## src/pong_cfg.svh

```systemverilog
`ifndef PONG_CFG_SVH
`define PONG_CFG_SVH

// playfield limits
`define PONG_X_MAX        639
`define PONG_Y_MAX        479
`define PONG_X_START      320     // serve point
`define PONG_Y_START      240
`define PONG_PADDLE_X     16      // paddle column

// solo defaults
`define PONG_DEF_SPEED    4
`define PONG_DEF_GRAVITY  1

// link register map, one word apart
`define PONG_ADDR_Y0      8'h00
`define PONG_ADDR_Y1      8'h04
`define PONG_ADDR_VY      8'h08
`define PONG_ADDR_GRAVITY 8'h0C
`define PONG_ADDR_SPEED   8'h10
`define PONG_ADDR_WIN     8'h14
`define PONG_ADDR_GO      8'h18

`endif

```

## src/pong_pkg.sv

```systemverilog
`default_nettype none

package pong_pkg;

    typedef logic        [9:0] coord_t;   // screen coordinate
    typedef logic signed [7:0] vel_t;     // vertical velocity
    typedef logic        [7:0] grav_t;
    typedef logic        [7:0] speed_t;   // x step per frame

    // --------------------------------------------------
    // ball state, 31 bits
    typedef struct packed {
        coord_t     x;
        coord_t     y;
        vel_t       vy;
        logic       moving_left;
        logic [1:0] gravity_counter;
    } ball_state_t;

    typedef struct packed {
        logic        psel;
        logic        penable;
        logic        pwrite;
        logic [7:0]  paddr;
        logic [31:0] pwdata;
    } apb_req_t;

    // register content seen by the duel controller
    typedef struct packed {
        coord_t y;
        vel_t   vy;
        grav_t  gravity;
        speed_t speed;
        logic   win_flag;
        logic   arrive;       // one cycle after a GO write
    } link_cfg_t;

    // --------------------------------------------------
    typedef enum logic [1:0] {
        S_IDLE,
        S_PLAY,
        S_OVER
    } solo_state_e;

    typedef enum logic [2:0] {
        D_IDLE,
        D_HOLD,    // departing ball on the link
        D_PLAY,
        D_AWAY,
        D_WIN,
        D_LOSE
    } duel_state_e;

endpackage

`default_nettype wire

```

## src/ball_motion.sv

```systemverilog
`default_nettype none
`include "pong_cfg.svh"

module ball_motion (
    input  wire                        clk_25MHZ,
    input  wire                        arst_n,
    input  wire                        step,
    input  wire                        load,
    input  wire pong_pkg::ball_state_t load_state,
    input  wire                        reverse_x,
    input  wire pong_pkg::speed_t      speed,
    input  wire pong_pkg::grav_t       gravity,
    output pong_pkg::ball_state_t      ball
);

    logic signed [9:0]  vy_sum;
    pong_pkg::vel_t     vy_grav;
    pong_pkg::vel_t     vy_next;
    logic signed [11:0] y_sum;
    pong_pkg::coord_t   y_next;
    logic               left_next;
    logic [10:0]        x_sum;
    pong_pkg::coord_t   x_next;

    // --------------------------------------------------
    // next state
    always_comb begin
        vy_sum = {{2{ball.vy[7]}}, ball.vy} + {2'b00, gravity};
        if (ball.gravity_counter != 2'd3) begin
            vy_grav = ball.vy;                  // no gravity this frame
        end else if (vy_sum > 10'sd127) begin
            vy_grav = 8'sd127;
        end else if (vy_sum < -10'sd127) begin
            vy_grav = -8'sd127;
        end else begin
            vy_grav = vy_sum[7:0];
        end

        // top and bottom walls
        y_sum = {2'b00, ball.y} + {{4{vy_grav[7]}}, vy_grav};
        if (y_sum < 0) begin
            y_next  = '0;
            vy_next = -vy_grav;
        end else if (y_sum > `PONG_Y_MAX) begin
            y_next  = 10'(`PONG_Y_MAX);
            vy_next = -vy_grav;
        end else begin
            y_next  = y_sum[9:0];
            vy_next = vy_grav;
        end

        left_next = ball.moving_left ^ reverse_x;   // flip before the move
        x_sum     = {1'b0, ball.x} + 11'(speed);
        if (left_next) begin
            x_next = (ball.x > 10'(speed)) ? ball.x - 10'(speed) : '0;
        end else if (x_sum > `PONG_X_MAX) begin
            x_next = 10'(`PONG_X_MAX);
        end else begin
            x_next = x_sum[9:0];
        end
    end

    always_ff @(posedge clk_25MHZ or negedge arst_n) begin
        if (!arst_n) begin
            ball.x               <= 10'(`PONG_X_START);
            ball.y               <= 10'(`PONG_Y_START);
            ball.vy              <= '0;
            ball.moving_left     <= 1'b1;
            ball.gravity_counter <= 2'd0;
        end else if (load) begin
            ball <= load_state;
        end else if (step) begin
            ball.x               <= x_next;
            ball.y               <= y_next;
            ball.vy              <= vy_next;
            ball.moving_left     <= left_next;
            ball.gravity_counter <= ball.gravity_counter + 2'd1;
        end else if (reverse_x) begin
            ball.moving_left <= ~ball.moving_left;
        end
    end

endmodule

`default_nettype wire

```

## src/game_solo_ctrl.sv

```systemverilog
`default_nettype none
`include "pong_cfg.svh"

module game_solo_ctrl (
    input  wire                   clk_25MHZ,
    input  wire                   arst_n,
    input  wire                   frame_tick,
    input  wire                   game_start,
    input  wire                   collision_detected,
    output pong_pkg::ball_state_t ball,
    output logic                  game_over,
    output logic                  is_collusion
);

    pong_pkg::solo_state_e state;
    pong_pkg::ball_state_t serve;
    logic                  at_right;
    logic                  at_paddle;
    logic                  play_tick;
    logic                  miss;
    logic                  step;
    logic                  load;
    logic                  reverse_x;

    assign serve = '{x: 10'(`PONG_X_START), y: 10'(`PONG_Y_START), vy: '0,
                     moving_left: 1'b1, gravity_counter: 2'd0};

    // edge decisions on the registered ball
    assign at_right  = !ball.moving_left && (ball.x >= `PONG_X_MAX);
    assign at_paddle = ball.moving_left && (ball.x <= `PONG_PADDLE_X);
    assign play_tick = (state == pong_pkg::S_PLAY) && frame_tick;
    assign miss      = play_tick && at_paddle && !collision_detected;
    assign load      = game_start && (state != pong_pkg::S_PLAY);
    assign step      = play_tick && !miss;
    assign reverse_x = play_tick && (at_right || (at_paddle && collision_detected));
    assign game_over = (state == pong_pkg::S_OVER);

    always_ff @(posedge clk_25MHZ or negedge arst_n) begin
        if (!arst_n) begin
            state        <= pong_pkg::S_IDLE;
            is_collusion <= 1'b0;
        end else begin
            is_collusion <= play_tick && at_paddle && collision_detected;
            case (state)
                pong_pkg::S_IDLE,
                pong_pkg::S_OVER: if (game_start) state <= pong_pkg::S_PLAY;
                pong_pkg::S_PLAY: if (miss) state <= pong_pkg::S_OVER;
                default:          state <= pong_pkg::S_IDLE;
            endcase
        end
    end

    ball_motion u_ball_motion (
        .clk_25MHZ (clk_25MHZ),
        .arst_n    (arst_n),
        .step      (step),
        .load      (load),
        .load_state(serve),
        .reverse_x (reverse_x),
        .speed     (pong_pkg::speed_t'(`PONG_DEF_SPEED)),
        .gravity   (pong_pkg::grav_t'(`PONG_DEF_GRAVITY)),
        .ball      (ball)
    );

endmodule

`default_nettype wire

```

## src/game_duel_ctrl.sv

```systemverilog
`default_nettype none
`include "pong_cfg.svh"

module game_duel_ctrl (
    input  wire                        clk_25MHZ,
    input  wire                        arst_n,
    input  wire                        frame_tick,
    input  wire                        game_start,
    input  wire                        collision_detected,
    input  wire pong_pkg::link_cfg_t   link,
    output pong_pkg::ball_state_t      ball,
    output logic                       game_over,
    output logic                       ball_send_trigger,
    output logic                       is_collusion,
    output logic                       is_you_win,
    output logic                       is_lose,
    output logic                       is_idle
);

    pong_pkg::duel_state_e state;
    pong_pkg::ball_state_t serve;
    pong_pkg::ball_state_t catch_ball;
    logic                  can_serve;
    logic                  at_right;
    logic                  at_paddle;
    logic                  play_tick;
    logic                  miss;
    logic                  step;
    logic                  load;
    logic                  reverse_x;

    assign serve      = '{x: 10'(`PONG_X_START), y: 10'(`PONG_Y_START), vy: '0,
                          moving_left: 1'b1, gravity_counter: 2'd0};
    assign catch_ball = '{x: 10'(`PONG_X_MAX), y: link.y, vy: link.vy,
                          moving_left: 1'b1, gravity_counter: 2'd0};   // enters at right edge

    assign can_serve = (state == pong_pkg::D_IDLE) || (state == pong_pkg::D_WIN)
                    || (state == pong_pkg::D_LOSE);
    assign at_right  = !ball.moving_left && (ball.x >= `PONG_X_MAX);
    assign at_paddle = ball.moving_left && (ball.x <= `PONG_PADDLE_X);
    assign play_tick = (state == pong_pkg::D_PLAY) && frame_tick;
    assign miss      = play_tick && at_paddle && !collision_detected;

    // ball freezes while it leaves or after a miss
    assign step      = play_tick && !miss && !at_right;
    assign reverse_x = play_tick && at_paddle && collision_detected;
    assign load      = (game_start && can_serve) || ((state == pong_pkg::D_AWAY) && link.arrive);

    // --------------------------------------------------
    // status decode
    assign ball_send_trigger = (state == pong_pkg::D_HOLD);
    assign is_idle    = (state == pong_pkg::D_IDLE) || (state == pong_pkg::D_AWAY);
    assign is_you_win = (state == pong_pkg::D_WIN);
    assign is_lose    = (state == pong_pkg::D_LOSE);
    assign game_over  = is_lose;

    always_ff @(posedge clk_25MHZ or negedge arst_n) begin
        if (!arst_n) begin
            state        <= pong_pkg::D_IDLE;
            is_collusion <= 1'b0;
        end else begin
            is_collusion <= reverse_x;
            case (state)
                pong_pkg::D_IDLE,
                pong_pkg::D_WIN,
                pong_pkg::D_LOSE: if (game_start) state <= pong_pkg::D_PLAY;
                pong_pkg::D_PLAY: begin
                    if (miss) state <= pong_pkg::D_LOSE;
                    else if (play_tick && at_right) state <= pong_pkg::D_HOLD;
                end
                pong_pkg::D_HOLD: state <= pong_pkg::D_AWAY;   // one-cycle send
                pong_pkg::D_AWAY: begin
                    if (link.arrive) state <= pong_pkg::D_PLAY;
                    else if (link.win_flag) state <= pong_pkg::D_WIN;
                end
                default: state <= pong_pkg::D_IDLE;
            endcase
        end
    end

    ball_motion u_ball_motion (
        .clk_25MHZ (clk_25MHZ),
        .arst_n    (arst_n),
        .step      (step),
        .load      (load),
        .load_state(can_serve ? serve : catch_ball),
        .reverse_x (reverse_x),
        .speed     (link.speed),
        .gravity   (link.gravity),
        .ball      (ball)
    );

endmodule

`default_nettype wire

```

## src/ball_link_regs.sv

```systemverilog
`default_nettype none
`include "pong_cfg.svh"

module ball_link_regs (
    input  wire                      clk_25MHZ,
    input  wire                      arst_n,
    input  wire pong_pkg::apb_req_t  apb,
    output logic [31:0]              prdata,
    output pong_pkg::link_cfg_t      link
);

    logic [7:0] y0_q;
    logic [7:0] y1_q;
    logic [7:0] vy_q;
    logic [7:0] grav_q;
    logic [7:0] speed_q;
    logic [7:0] win_q;
    logic       arrive_q;
    logic       wr_en;

    assign wr_en = apb.psel && apb.penable && apb.pwrite;   // access phase

    always_ff @(posedge clk_25MHZ or negedge arst_n) begin
        if (!arst_n) begin
            y0_q     <= '0;
            y1_q     <= '0;
            vy_q     <= '0;
            grav_q   <= 8'(`PONG_DEF_GRAVITY);
            speed_q  <= 8'(`PONG_DEF_SPEED);
            win_q    <= '0;
            arrive_q <= 1'b0;
        end else begin
            arrive_q <= wr_en && (apb.paddr == `PONG_ADDR_GO);
            if (wr_en) begin
                case (apb.paddr)
                    `PONG_ADDR_Y0:      y0_q    <= apb.pwdata[7:0];
                    `PONG_ADDR_Y1:      y1_q    <= apb.pwdata[7:0];
                    `PONG_ADDR_VY:      vy_q    <= apb.pwdata[7:0];
                    `PONG_ADDR_GRAVITY: grav_q  <= apb.pwdata[7:0];
                    `PONG_ADDR_SPEED:   speed_q <= apb.pwdata[7:0];
                    `PONG_ADDR_WIN:     win_q   <= apb.pwdata[7:0];
                    default: ;
                endcase
            end
        end
    end

    // --------------------------------------------------
    // read mux, GO and holes read 0
    always_comb begin
        prdata = '0;
        if (apb.psel && !apb.pwrite) begin
            case (apb.paddr)
                `PONG_ADDR_Y0:      prdata[7:0] = y0_q;
                `PONG_ADDR_Y1:      prdata[7:0] = y1_q;
                `PONG_ADDR_VY:      prdata[7:0] = vy_q;
                `PONG_ADDR_GRAVITY: prdata[7:0] = grav_q;
                `PONG_ADDR_SPEED:   prdata[7:0] = speed_q;
                `PONG_ADDR_WIN:     prdata[7:0] = win_q;
                default:            prdata      = '0;
            endcase
        end
    end

    assign link = '{y: {y1_q[1:0], y0_q}, vy: pong_pkg::vel_t'(vy_q), gravity: grav_q,
                    speed: speed_q, win_flag: win_q[0], arrive: arrive_q};

endmodule

`default_nettype wire

```

## src/top_game_controller.sv

```systemverilog
`default_nettype none

module top_game_controller (
    input  wire                     clk_25MHZ,
    input  wire                     arst_n,
    input  wire                     sw,            // 0 solo, 1 duel
    input  wire                     frame_tick,
    input  wire                     game_start,
    input  wire                     collision_detected,
    input  wire pong_pkg::apb_req_t apb,
    output logic [31:0]             prdata,
    output pong_pkg::coord_t        ball_x_out,
    output pong_pkg::coord_t        ball_y_out,
    output logic                    is_ball_moving_left,
    output logic                    is_ball_moving_right,
    output logic                    game_over,
    output logic                    ball_send_trigger,
    output pong_pkg::vel_t          ball_vy,
    output logic [1:0]              gravity_counter,
    output logic                    is_collusion,
    output logic                    is_you_win,
    output logic                    is_idle,
    output logic                    is_lose
);

    pong_pkg::ball_state_t ball_solo;
    pong_pkg::ball_state_t ball_duel;
    pong_pkg::ball_state_t ball_sel;
    pong_pkg::link_cfg_t   link;
    logic                  game_over_solo;
    logic                  game_over_duel;
    logic                  collusion_solo;
    logic                  collusion_duel;

    // --------------------------------------------------
    // mode mux
    assign ball_sel     = sw ? ball_duel : ball_solo;
    assign game_over    = sw ? game_over_duel : game_over_solo;
    assign is_collusion = sw ? collusion_duel : collusion_solo;

    assign ball_x_out           = ball_sel.x;
    assign ball_y_out           = ball_sel.y;
    assign ball_vy              = ball_sel.vy;
    assign gravity_counter      = ball_sel.gravity_counter;
    assign is_ball_moving_left  = ball_sel.moving_left;
    assign is_ball_moving_right = !ball_sel.moving_left && !(sw && is_idle);  // not while away

    game_solo_ctrl u_game_solo_ctrl (
        .clk_25MHZ         (clk_25MHZ),
        .arst_n            (arst_n),
        .frame_tick        (frame_tick),
        .game_start        (game_start),
        .collision_detected(collision_detected),
        .ball              (ball_solo),
        .game_over         (game_over_solo),
        .is_collusion      (collusion_solo)
    );

    game_duel_ctrl u_game_duel_ctrl (
        .clk_25MHZ         (clk_25MHZ),
        .arst_n            (arst_n),
        .frame_tick        (frame_tick),
        .game_start        (game_start),
        .collision_detected(collision_detected),
        .link              (link),
        .ball              (ball_duel),
        .game_over         (game_over_duel),
        .ball_send_trigger (ball_send_trigger),
        .is_collusion      (collusion_duel),
        .is_you_win        (is_you_win),
        .is_lose           (is_lose),
        .is_idle           (is_idle)
    );

    ball_link_regs u_ball_link_regs (
        .clk_25MHZ(clk_25MHZ),
        .arst_n   (arst_n),
        .apb      (apb),
        .prdata   (prdata),
        .link     (link)
    );

endmodule

`default_nettype wire

```

## config.mk

```make
export PLATFORM = sky130hd
export DESIGN_NAME = top_game_controller
export DESIGN_NICKNAME = d
export VERILOG_FILES = /design/src/pong_pkg.sv /design/src/ball_motion.sv /design/src/game_solo_ctrl.sv /design/src/game_duel_ctrl.sv /design/src/ball_link_regs.sv /design/src/top_game_controller.sv
export VERILOG_INCLUDE_DIRS = /design/src
export SDC_FILE = /design/constraint.sdc
export NUM_CORES = 1
export LEC_CHECK = 0
export ABC_AREA = 1
export ABC_CLOCK_PERIOD_IN_PS = 10200
export BUFFER_PORTS_ARGS = -buffer_cell sky130_fd_sc_hd__buf_2
export CAP_MARGIN = 20
export CELL_PAD_IN_SITES_DETAIL_PLACEMENT = 1
export CELL_PAD_IN_SITES_GLOBAL_PLACEMENT = 2
export CORE_ASPECT_RATIO = 1.75
export CORE_MARGIN = 2
export CORE_UTILIZATION = 35
export CTS_BUF_LIST = sky130_fd_sc_hd__clkbuf_8
export DETAILED_ROUTE_END_ITERATION = 16
export GPL_TIMING_DRIVEN = 0
export PLACE_DENSITY_LB_ADDON = 0.12
export SETUP_SLACK_MARGIN = 0.4
export SYNTH_ARGS = -nofsm -noshare
export SYNTH_HDL_FRONTEND = slang
export SYNTH_HIERARCHICAL = 1
export SYNTH_SLANG_ARGS = --single-unit
```

## constraint.sdc

```tcl
create_clock -name clk_25MHZ -period 10.2 [get_ports clk_25MHZ]
set_input_delay 2.04 -clock clk_25MHZ [delete_from_list [all_inputs] [get_ports clk_25MHZ]]
set_output_delay 2.04 -clock clk_25MHZ [all_outputs]
set_load 0.02 [all_outputs]
```

# Word-level counts from Yosys, hierarchy flattened
# Index checks and enable logic that the tools add are counted.
# Widths: inputs -> output; s select.
# totals
reg_bits	118
input_bits	49
out_inout_bits	70
wordCells	177
# op_classes
n_addsub	12
magnitude_cmp	16
n_eq_ne	21
muxes	45
bitwise	4
reduce_logical	58
# ops
op	n
$mux 31	4
$mux 10	10
$mux 8	11
$mux 28	2
$pmux 8 s6	1
$logic_and 1x1->1	27
$add 11x8->12	2
$eq 8x5->1 const B	3
$gt 12x10->1 const B	2
$lt 12x1->1 const B	2
$gt 11x10->1 const B	2
$ge 10x10->1 const B	2
$gt 10x8->1 const B	2
$le 10x5->1 const B	2
$lt 10x8->1 const B	2
$eq 8x4->1 const B	2
$neg 8->8	2
$mux 3	5
$reduce_and 2->1	7
$pmux 3 s4	1
$add 10x3->11 const B	1
$add 10x8->11	1
$add 8x9->10	1
$gt 10x3->1 const B	1
30 further kinds	61

# Logic depth before layout (Yosys ltp)
# Gate-level depths: netlist (run 1).
# logic_depth
depth_word	11
ltp_mapped	33
depth_no_buf	33

# By module
# The synthesis (run 1) kept the hierarchy.
# by_module_without_submodules
mod	n_inst	cells_each	area_per_inst_um2	seq_area_each_um2
ball_motion (u_game_solo_ctrl.u_ball_motion)	1	602	3932.5	784.5
ball_motion (u_game_duel_ctrl.u_ball_motion)	1	607	3877.5	784.5
ball_link_regs	1	335	2778.9	1228.7
game_duel_ctrl	1	114	576.8	100.1
top_game_controller	1	112	504.2	0.0
game_solo_ctrl	1	41	262.8	75.1

# Worst setup path before layout (run 1)
# OpenSTA, ideal clock, no wires.
# synth_path
path_type	input-to-output
from	input apb[38] in the netlist's numbering
to	output prdata[2]
arrival_time_ps	3075
t_required_ps	8160
slack_ps	5085
cell_stages	8
path_buffers	1
path_cell_list	inv_2 nand2_2 nor2_8 buf_4 nand3_1 nand2_1 nor2_1 a21oi_1
# synth_via
elab_chain_cells	3
word_cells_on_any_way	8
classes_between	5 x eq/ne; 2 x mux; 1 x reduce/logical
# synth_lines
item	line	source
start: declaration	top_game_controller.sv:10	input wire pong_pkg::apb_req_t apb,
$eq 8x5->1 (tied with other cells)	ball_link_regs.sv:53	case (apb.paddr)
$pmux 8 s6 (*)	ball_link_regs.sv:53	
$mux 8 (*)	ball_link_regs.sv:52	if (apb.psel && !apb.pwrite) begin
end: declaration	top_game_controller.sv:11	output logic [31:0] prdata,
# Every way passes the cells marked *; elsewhere a longest branch is shown, timed or not.

# Worst setup path in the final report (run 1)
# layout_path
from	input apb[39] in the netlist's numbering
to	output prdata[5]
# Same word-level chain as after synthesis.

==> results of run 1 <==
[worst min-delay path: stages, from the launching register on]
cell     delay [ps]
dfrtp_1         350
nand2_1          50
o21ai_1          60
[layout make-up]
cell class	instances	area [um2]	share of cell area, %
multi-input combinational	1449	7790	57.2
tap	455	569	4.18
clock buffer	23	317	2.33
buffer	76	534	3.93
antenna	1	2.50	0.0184
clock inverter	9	98.8	0.726
timing repair buffer	70	379	2.79
inverter	250	946	6.95
sequential	118	2970	21.8
[how the worst max path moves through the flow]
| stage | startpoint | to | slack, ps |
|---|---|---|---|
| after global routing | apb[38] | prdata[6] | 4670 |
| after CTS | apb[39] | prdata[6] | 4790 |
| final | apb[39] | prdata[5] | 4790 |
| after detailed placement | apb[35] | prdata[0] | 4800 |
| after global placement | apb[38] | prdata[5] | 4800 |
| after floorplan | apb[38] | prdata[2] | 5080 |
[power groups by stage]
stage	registers (mW)	clock network [mW]	logic, mW
2_1_floorplan	0.756	0	2.66
3_3_place_gp	0.866	0	3.49
6_report	0.856	0.469	3.59
5_1_grt	0.879	0.500	4.04
4_1_cts	0.861	0.483	3.60
3_5_place_dp	0.869	0	3.58
[layer usage]
layer	global-route usage (%)	up-vias	share of wire [%]
li1	-	5983	-
met1	23.1	5777	35
met2	51.7	178	58
met3	2.17	98	1.8
met4	14.7	0	5.9
met5	0	-	0
[state kept, by name (all words and copies together), names as in the netlist]
signal,flops
u_ball_link_regs/arrive_q,1
u_ball_link_regs/grav_q,8
u_ball_link_regs/speed_q,8
u_ball_link_regs/vy_q,8
u_ball_link_regs/win_q,8
u_ball_link_regs/y0_q,8
u_ball_link_regs/y1_q,8
u_game_duel_ctrl/is_collusion,1
u_game_duel_ctrl/state,3
u_game_duel_ctrl/u_ball_motion/ball,31
u_game_solo_ctrl/is_collusion,1
u_game_solo_ctrl/state,2
u_game_solo_ctrl/u_ball_motion/ball,31
[cells by family after synthesis]
group / count (synthesis) / synth area share [%]
AO/OA/AOI/OAI: 254 / 12.3
adder cells (fa/ha/maj): 86 / 9.52
buffers and inverters: 326 / 12.4
other: 5 / 0.157
XOR/XNOR: 38 / 2.85
flip-flops: 118 / 24.9
AND/OR/NAND/NOR: 984 / 37.8
[cells in the final DEF (no fill, tap or decap), types with 22 or more instances in the layout]
master	synthesis	layout
nor2_1	155	155
inv_2	22	22
o21ai_1	39	39
nand2_1	548	548
buf_4	33	33
buf_2	12	80
inv_1	226	227
clkbuf_8	0	23
o21ai_0	83	83
conb_1	5	87
xor2_1	31	31
a21oi_1	61	61
nand3_1	137	137
dfrtp_1	102	102
ha_1	78	78
nand2_2	42	42
[metrics by stage]
stage	utilization [%]	cells
CTS	40.5	2450
floorplan	-	1893
detailed placement	39.2	2418
global route	40.5	2451
global placement	39.1	2417
finish	40.5	2451
==> flow_metrics.env, run 1 <==
export IMPL_drt_total_wl_um=43400
export IMPL_synth_ff_type="dfrtp_1"
export IMPL_cts_tree="built"
export IMPL_synth_area_um2=11900
export IMPL_yosys_warnings=6
export IMPL_stdcell_area_um2=13600
export IMPL_drc=0
export IMPL_hold_path_class="register to register"
export IMPL_synthTopCellsByCount="nand2_1, inv_1, nor2_1"
export IMPL_endpoint_kind="output port"
export IMPL_dr_pass1_iters=4
export IMPL_grt_pass1_vias=13000
export IMPL_synth_seq_cells=118
export IMPL_die_x_um=144
export IMPL_async_reset_ff_share_pct=100
export IMPL_placed_area_um2=13200
export IMPL_slowest_delay_ps=220
export IMPL_path_max_fanout=10
export IMPL_p_per_area_nw_per_um2=362
export IMPL_netSwitchingFraction_pct=57.7
export IMPL_clk_pin_slew_ps=70
export IMPL_p_leak_nw=7.44
export IMPL_reg2reg_to="u_game_duel_ctrl/u_ball_motion/ball[8]"
export IMPL_finalCritPeriodShare_pct=53.0
export IMPL_synth_top_area_share_pct=21.4
export IMPL_areaGrowthSynthToFinish_pct=14.0
export IMPL_layout_setup_ws_ps=4790
export IMPL_ff2ff_path_depth=29
export IMPL_grt_max_degree=78
export IMPL_syn_area_per_cell_um2=6.59
export IMPL_min_period_ps=5410
export IMPL_yosysSeqAreaShare_pct=24.9
export IMPL_slew_headroom_pct=51.0
export IMPL_detailed_place_hpwl_um=36300
export IMPL_gp_congestion=0.898
export IMPL_outcome="finished, final reports clean"
export IMPL_power_total_mw=4.92
export IMPL_cts_setup_buffers=0
export IMPL_drtAntennaViolNets=0
export IMPL_synthTopCellsByArea="dfrtp_1, nand2_1, ha_1, inv_1, nand3_1"
export IMPL_fillCellCount=4589
export IMPL_finalSetupViolations=0
export IMPL_cp_start_kind="input pin"
export IMPL_finalSetupTns_ps=0
export IMPL_path_buf_inv=4
export IMPL_vdd_drop_max_uv=110
export IMPL_min_from="u_ball_link_regs/y1_q[7]"
export IMPL_critical_path_required_ps=8160
export IMPL_numCtsBuffers=17
export IMPL_synth_distinct_cells=59
export IMPL_vias=12000
export IMPL_num_io_pins=119
export IMPL_cts_root_buf="clkbuf_8"
export IMPL_p_clk_share_pct=9.5
export IMPL_vias_per_cell=4.91
export IMPL_power_internal_mw=2.08
export IMPL_fmax_mhz=185
export IMPL_rr_startpoint="u_game_duel_ctrl/u_ball_motion/ball[3]"
export IMPL_grt_setup_unrepaired="no"
export IMPL_synthCells=1811
export IMPL_grt_overflow=0
export IMPL_combPwrFrac_pct=73.1
export IMPL_rrSetupSlack_ps=5280
export IMPL_clkSinkCount=118
export IMPL_core_area_um2=33600
export IMPL_drive_above_1_share_pct=16.4
export IMPL_worstSetupPathDepth=10
export IMPL_finalMaxSlewViolations=0
export IMPL_grt_pass1_wl_um=68400
export IMPL_synth_most_common_cell="nand2_1"
export IMPL_die_y_um=248
export IMPL_clock_skew_final_ps=13.6
export IMPL_fp_dieArea_um2=35600
export IMPL_path_delay_family="simple AND/OR/NAND/NOR gates"
export IMPL_ctsLongestPathBuffers=2
export IMPL_crit_type="input pin to output port"
export IMPL_track_usage_pct=25.1
export IMPL_cap_viol_max_count=0
export IMPL_antenna_found_initial=1
export IMPL_power_frac_seq_pct=17.4
export IMPL_cts_hold_buf=0
export IMPL_hold_depth=2
export IMPL_cts_resized_gates=0
export IMPL_clock_latency_ps=490
export IMPL_slowest_stage="nor2_8"
export IMPL_fin_hold_ws_ps=499
export IMPL_arrival_ps=3370
export IMPL_rows=89
export IMPL_wl_per_cell_um=17.7
export IMPL_nets=2117
export IMPL_synth_edf_count=0
export IMPL_path_cells="buf_2, inv_2, nand2_2, nor2_8, buf_4, nand3_1, nand2_1, nor2_1, a21oi_1, buf_2"
export IMPL_final_hold_violation_count=0
export IMPL_power_switching_mw=2.84
export IMPL_pre_cts_ws_ps=4800
export IMPL_htree_levels=4
export IMPL_path_common_cell="buf_2"
export IMPL_hold_path_end="u_ball_link_regs/y1_q[7]"
export IMPL_worst_slew_pin_transition_ps=735
export IMPL_initial_core_util_pct=35.5
export IMPL_initialDrtViolationCount=383
export IMPL_port_buffers=69
export IMPL_yosys_area_top_type="dfrtp_1"
(Power assumes the default switching activity.)
==> run 2: changes to the inputs <==
- ABC_CLOCK_PERIOD_IN_PS: 10200 -> 5450
- CORE_UTILIZATION: 35 -> 34
- clock period: 10.2 -> 5.45 ns (I/O delays scaled with it)
==> run 2 against run 1 <==
Clock-buffer cell count decreased by 5. Final area up 0.13%. Critical path depth increased by 19. Sequential share of layout area about the same. Worst setup slack lost 4000 ps. Critical path type is now register to register. Critical endpoint is now u_game_duel_ctrl/u_ball_motion/ball[10]. Highest routed layer unchanged.
==> flow_metrics.env, run 2 (synthesized netlist as in run 1, its figures left out) <==
export IMPL_path_common_cell="nand2_1"
export IMPL_p_per_area_nw_per_um2=674
export IMPL_placed_cells=2423
export IMPL_slew_headroom_pct=46.3
export IMPL_slowest_stage="dfstp_2"
export IMPL_finalMaxSlewViolations=0
export IMPL_grt_pass1_vias=12800
export IMPL_slowest_delay_ps=580
export IMPL_grt_setup_unrepaired="yes"
export IMPL_dr_pass1_iters=4
export IMPL_outcome="finished, final reports clean"
export IMPL_final_hold_violation_count=0
export IMPL_htree_levels=4
export IMPL_path_delay_family="simple AND/OR/NAND/NOR gates"
export IMPL_die_x_um=146
export IMPL_layout_commonest_cell="nand2_1"
export IMPL_nets=2118
export IMPL_fmax_mhz=214
export IMPL_grt_max_degree=94
export IMPL_gp_congestion=0.873
export IMPL_vias=12000
export IMPL_final_cell_mix="nand2_1, inv_1, nor2_1"
export IMPL_cts_root_buf="clkbuf_8"
export IMPL_hold_path_class="input pin to asynchronous set/reset pin"
export IMPL_worst_slew_pin_transition_ps=806
export IMPL_top_regs="u_game_duel_ctrl/u_ball_motion/ball (31), u_game_solo_ctrl/u_ball_motion/ball (31)"
export IMPL_cap_viol_max_count=0
export IMPL_path_max_fanout=10
export IMPL_initialDrtViolationCount=301
export IMPL_initial_core_util_pct=34.5
export IMPL_cts_tree="built"
export IMPL_fillCellCount=4650
export IMPL_wl_per_cell_um=17.5
export IMPL_clock_latency_ps=490
export IMPL_finalSetupTns_ps=0
export IMPL_clkSinkCount=118
export IMPL_min_period_ps=4670
export IMPL_track_usage_pct=23.9
export IMPL_crit_type="register to register"
export IMPL_cts_hold_buf=0
export IMPL_drive_above_1_share_pct=16.9
export IMPL_arrival_ps=5050
export IMPL_drt_total_wl_um=43000
export IMPL_power_total_mw=9.18
export IMPL_ctsLongestPathBuffers=2
export IMPL_path_buf_inv=3
export IMPL_rows=90
export IMPL_num_io_pins=119
export IMPL_vias_per_cell=4.88
export IMPL_core_area_um2=34600
export IMPL_clk_pin_slew_ps=80
export IMPL_p_leak_nw=7.42
export IMPL_numCtsBuffers=17
export IMPL_drc=0
export IMPL_fp_dieArea_um2=36700
export IMPL_grt_pass1_wl_um=68300
export IMPL_detailed_place_hpwl_um=36100
export IMPL_drtAntennaViolNets=0
export IMPL_antenna_found_initial=1
export IMPL_die_y_um=252
export IMPL_port_buffers=69
export IMPL_endpoint_kind="register"
export IMPL_rrSetupSlack_ps=780
export IMPL_grt_overflow=0
export IMPL_clock_skew_final_ps=14.6
export IMPL_cp_start_kind="register"
export IMPL_areaGrowthSynthToFinish_pct=14.2
export IMPL_stdcell_count=2457
export IMPL_finalCritPeriodShare_pct=85.6
export IMPL_critical_path_required_ps=5830
export IMPL_finalSetupViolations=0
export IMPL_vdd_drop_max_uv=209
==> run 2: path summary, 6_finish.rpt <==
kind / startpoint / endpoint / depth (start not counted)
hold reg to reg: u_ball_link_regs/win_q[7] / u_ball_link_regs/win_q[7] / 2
setup / recovery: u_ball_link_regs/grav_q[0] / u_game_duel_ctrl/u_ball_motion/ball[10] / 29
setup reg to reg: u_ball_link_regs/grav_q[0] / u_game_duel_ctrl/u_ball_motion/ball[10] / 29
min in group clk_25MHZ: u_ball_link_regs/win_q[7] / u_ball_link_regs/win_q[7] / 2
max in group asynchronous: arst_n / u_game_duel_ctrl/u_ball_motion/ball[29] / 2
hold / removal: arst_n / u_ball_link_regs/grav_q[5] / 1
==> run 2: stage by stage <==
step                      hold slack (ps)  worst slack [ps]  utilization, %  cell area [um2]
after floorplan                       459              1550               -            12200
after global placement                473               628            38.1            13200
after detailed placement              483               583            38.2            13200
after CTS                             445               546            39.3            13600
after global routing                  468               367            39.4            13600
final                                 475               783            39.4            13600
==> run 2: power breakdown <==
group	total [mW]	switching [mW]	leakage, nW	internal, mW
sequential	1.61	0.437	1.47	1.17
combinational	6.77	4.48	5.78	2.30
clock	0.800	0.427	0.170	0.373
total	9.18	5.34	7.42	3.84
==> run 2: routing by layer <==
| layer | GRT usage (%) | part of all wire (%) | vias up |
|---|---|---|---|
| li1 | - | - | 5989 |
| met1 | 22.7 | 36 | 5737 |
| met2 | 49.7 | 58 | 172 |
| met3 | 2.42 | 1.8 | 85 |
| met4 | 12.1 | 4.9 | 0 |
| met5 | 0 | 0 | - |
==> run 2: layout make-up <==
class                      instances  area [um2]  area share (%)
multi-input combinational       1449        7830            57.5
sequential                       118        2970            21.8
inverter                         250         946            6.94
tap                              460         576            4.22
buffer                            76         534            3.92
timing repair buffer              71         387            2.84
clock buffer                      18         248            1.82
clock inverter                    14         128           0.937
antenna                            1        2.50          0.0184
==> run 2: what timing repair did <==
| action | CTS | global route |
|---|---|---|
| setup buffers | 0 | 1 |
| setup endpoints to repair | 0 | 14 |
| endpoints found under the hold margin | 0 | 0 |
| resized for setup | 0 | 10 |
==> run 3: changes to the inputs <==
- REMOVE_ABC_BUFFERS: not set -> 1
==> run 3 against run 2 <==
Total power is essentially flat. Final area decreased by 2.3%. Combinational power fell by 1%. Global-route usage down 1.7 points. Clock skew down 0.76 ps. Critical path depth shrank 4. Fmax shrank 0.74%. Critical path type unchanged. Largest cell class unchanged. Highest routed layer unchanged.
==> flow_metrics.env, run 3 (synthesized netlist as in run 1, its figures left out) <==
export IMPL_vias_per_cell=4.89
export IMPL_grt_pass1_vias=12300
export IMPL_final_hold_violation_count=0
export IMPL_cts_hold_buf=0
export IMPL_areaGrowthSynthToFinish_pct=11.5
export IMPL_cts_root_buf="clkbuf_8"
export IMPL_slowest_delay_ps=560
export IMPL_ctsLongestPathBuffers=2
export IMPL_clock_latency_ps=490
export IMPL_p_per_area_nw_per_um2=690
export IMPL_die_y_um=252
export IMPL_hold_path_class="register to register"
export IMPL_finalCritPeriodShare_pct=86.3
export IMPL_nets=2052
export IMPL_track_usage_pct=22.2
export IMPL_final_cell_mix="nand2_1, inv_1, nor2_1"
export IMPL_cp_start_kind="register"
export IMPL_die_x_um=146
export IMPL_initial_core_util_pct=34.5
export IMPL_path_max_fanout=7
export IMPL_drt_total_wl_um=40200
export IMPL_layout_commonest_cell="nand2_1"
export IMPL_vdd_drop_max_uv=227
export IMPL_diodes=0
export IMPL_numCtsBuffers=17
export IMPL_rows=90
export IMPL_num_io_pins=119
export IMPL_detailed_place_hpwl_um=32300
export IMPL_grt_setup_unrepaired="no"
export IMPL_crit_type="register to register"
export IMPL_arrival_ps=5120
export IMPL_htree_levels=4
export IMPL_grt_overflow=0
export IMPL_stdcell_count=2390
export IMPL_finalSetupTns_ps=0
export IMPL_fmax_mhz=213
export IMPL_critical_path_required_ps=5870
export IMPL_endpoint_kind="register"
export IMPL_clock_skew_final_ps=13.8
export IMPL_wl_per_cell_um=16.8
export IMPL_vias=11700
export IMPL_drc=0
export IMPL_drtAntennaViolNets=0
export IMPL_finalMaxSlewViolations=0
export IMPL_fp_dieArea_um2=36700
export IMPL_cts_tree="built"
export IMPL_worst_slew_pin_transition_ps=902
export IMPL_clkSinkCount=118
export IMPL_grt_max_degree=79
export IMPL_antenna_found_initial=0
export IMPL_final_util_pct=38.5
export IMPL_gp_congestion=0.850
export IMPL_placed_cells=2353
export IMPL_drive_above_1_share_pct=14.9
export IMPL_path_common_cell="nand2_1"
export IMPL_dr_pass1_iters=5
export IMPL_p_leak_nw=7.20
export IMPL_clk_pin_slew_ps=90
export IMPL_port_buffers=70
export IMPL_initialDrtViolationCount=357
export IMPL_slowest_stage="dfstp_2"
export IMPL_outcome="finished, final reports clean"
export IMPL_slew_headroom_pct=39.7
export IMPL_top_regs="u_game_duel_ctrl/u_ball_motion/ball (31), u_game_solo_ctrl/u_ball_motion/ball (31)"
export IMPL_cap_viol_max_count=0
export IMPL_grt_pass1_wl_um=64300
export IMPL_finalSetupViolations=0
export IMPL_core_area_um2=34600
export IMPL_min_period_ps=4700
## run 3: what timing repair did
item / 4_1_cts / 5_1_grt
setup buffers: 0 / 3
setup endpoints to repair: 0 / 15
resized for setup: 0 / 6
## run 3: metal layers
| layer | GRT usage [%] | up-vias | wire length, um |
|---|---|---|---|
| li1 | - | 5851 | - |
| met1 | 22.5 | 5606 | 15000 |
| met2 | 44.7 | 158 | 22800 |
| met3 | 2.57 | 69 | 767 |
| met4 | 9.97 | 0 | 1660 |
| met5 | 0 | - | 0 |
## run 3: path summary, 6_finish.rpt
check,end,slack [ps],from,depth (start not counted)
min,u_ball_link_regs/win_q[5],500,u_ball_link_regs/win_q[5],2
min reg2reg,u_ball_link_regs/win_q[5],500,u_ball_link_regs/win_q[5],2
max in group asynchronous,u_game_duel_ctrl/u_ball_motion/ball[15],4100,arst_n,2
max,u_game_duel_ctrl/u_ball_motion/ball[19],750,u_ball_link_regs/grav_q[0],25
min in group asynchronous,u_ball_link_regs/speed_q[5],530,arst_n,1
max reg2reg,u_game_duel_ctrl/u_ball_motion/ball[19],750,u_ball_link_regs/grav_q[0],25
## run 3: report_power, final
group | switching [mW] | internal [mW]
sequential | 0.411 | 1.17
clock | 0.452 | 0.462
combinational | 4.38 | 2.31
## run 3: layout make-up
class	count	area, um2
clock inverter	15	191
sequential	118	2970
timing repair buffer	79	524
multi-input combinational	1451	7860
inverter	250	946
fill	4632	21300
clock buffer	17	234
tap	460	576
## run 3: worst max-delay path: cells and delay by family, from the launching register on
| kind | cells | cell delay, ps |
|---|---|---|
| fa+ha+maj | 3 | 1070 |
| simple gates | 15 | 1690 |
| flops | 1 | 560 |
| buf+inv | 2 | 240 |
| compound gates | 4 | 600 |
| xor+xnor | 1 | 440 |
## run 3: per-stage QoR
stage	instance area (um2)	hold slack [ps]	power, mW	setup WS (ps)
detailed placement	12800	480	8.07	531
global placement	12600	473	7.90	-595
CTS	13200	499	9.03	516
finish	13300	497	9.18	748
global route	13300	520	10.2	420
floorplan	11700	459	6.26	1530
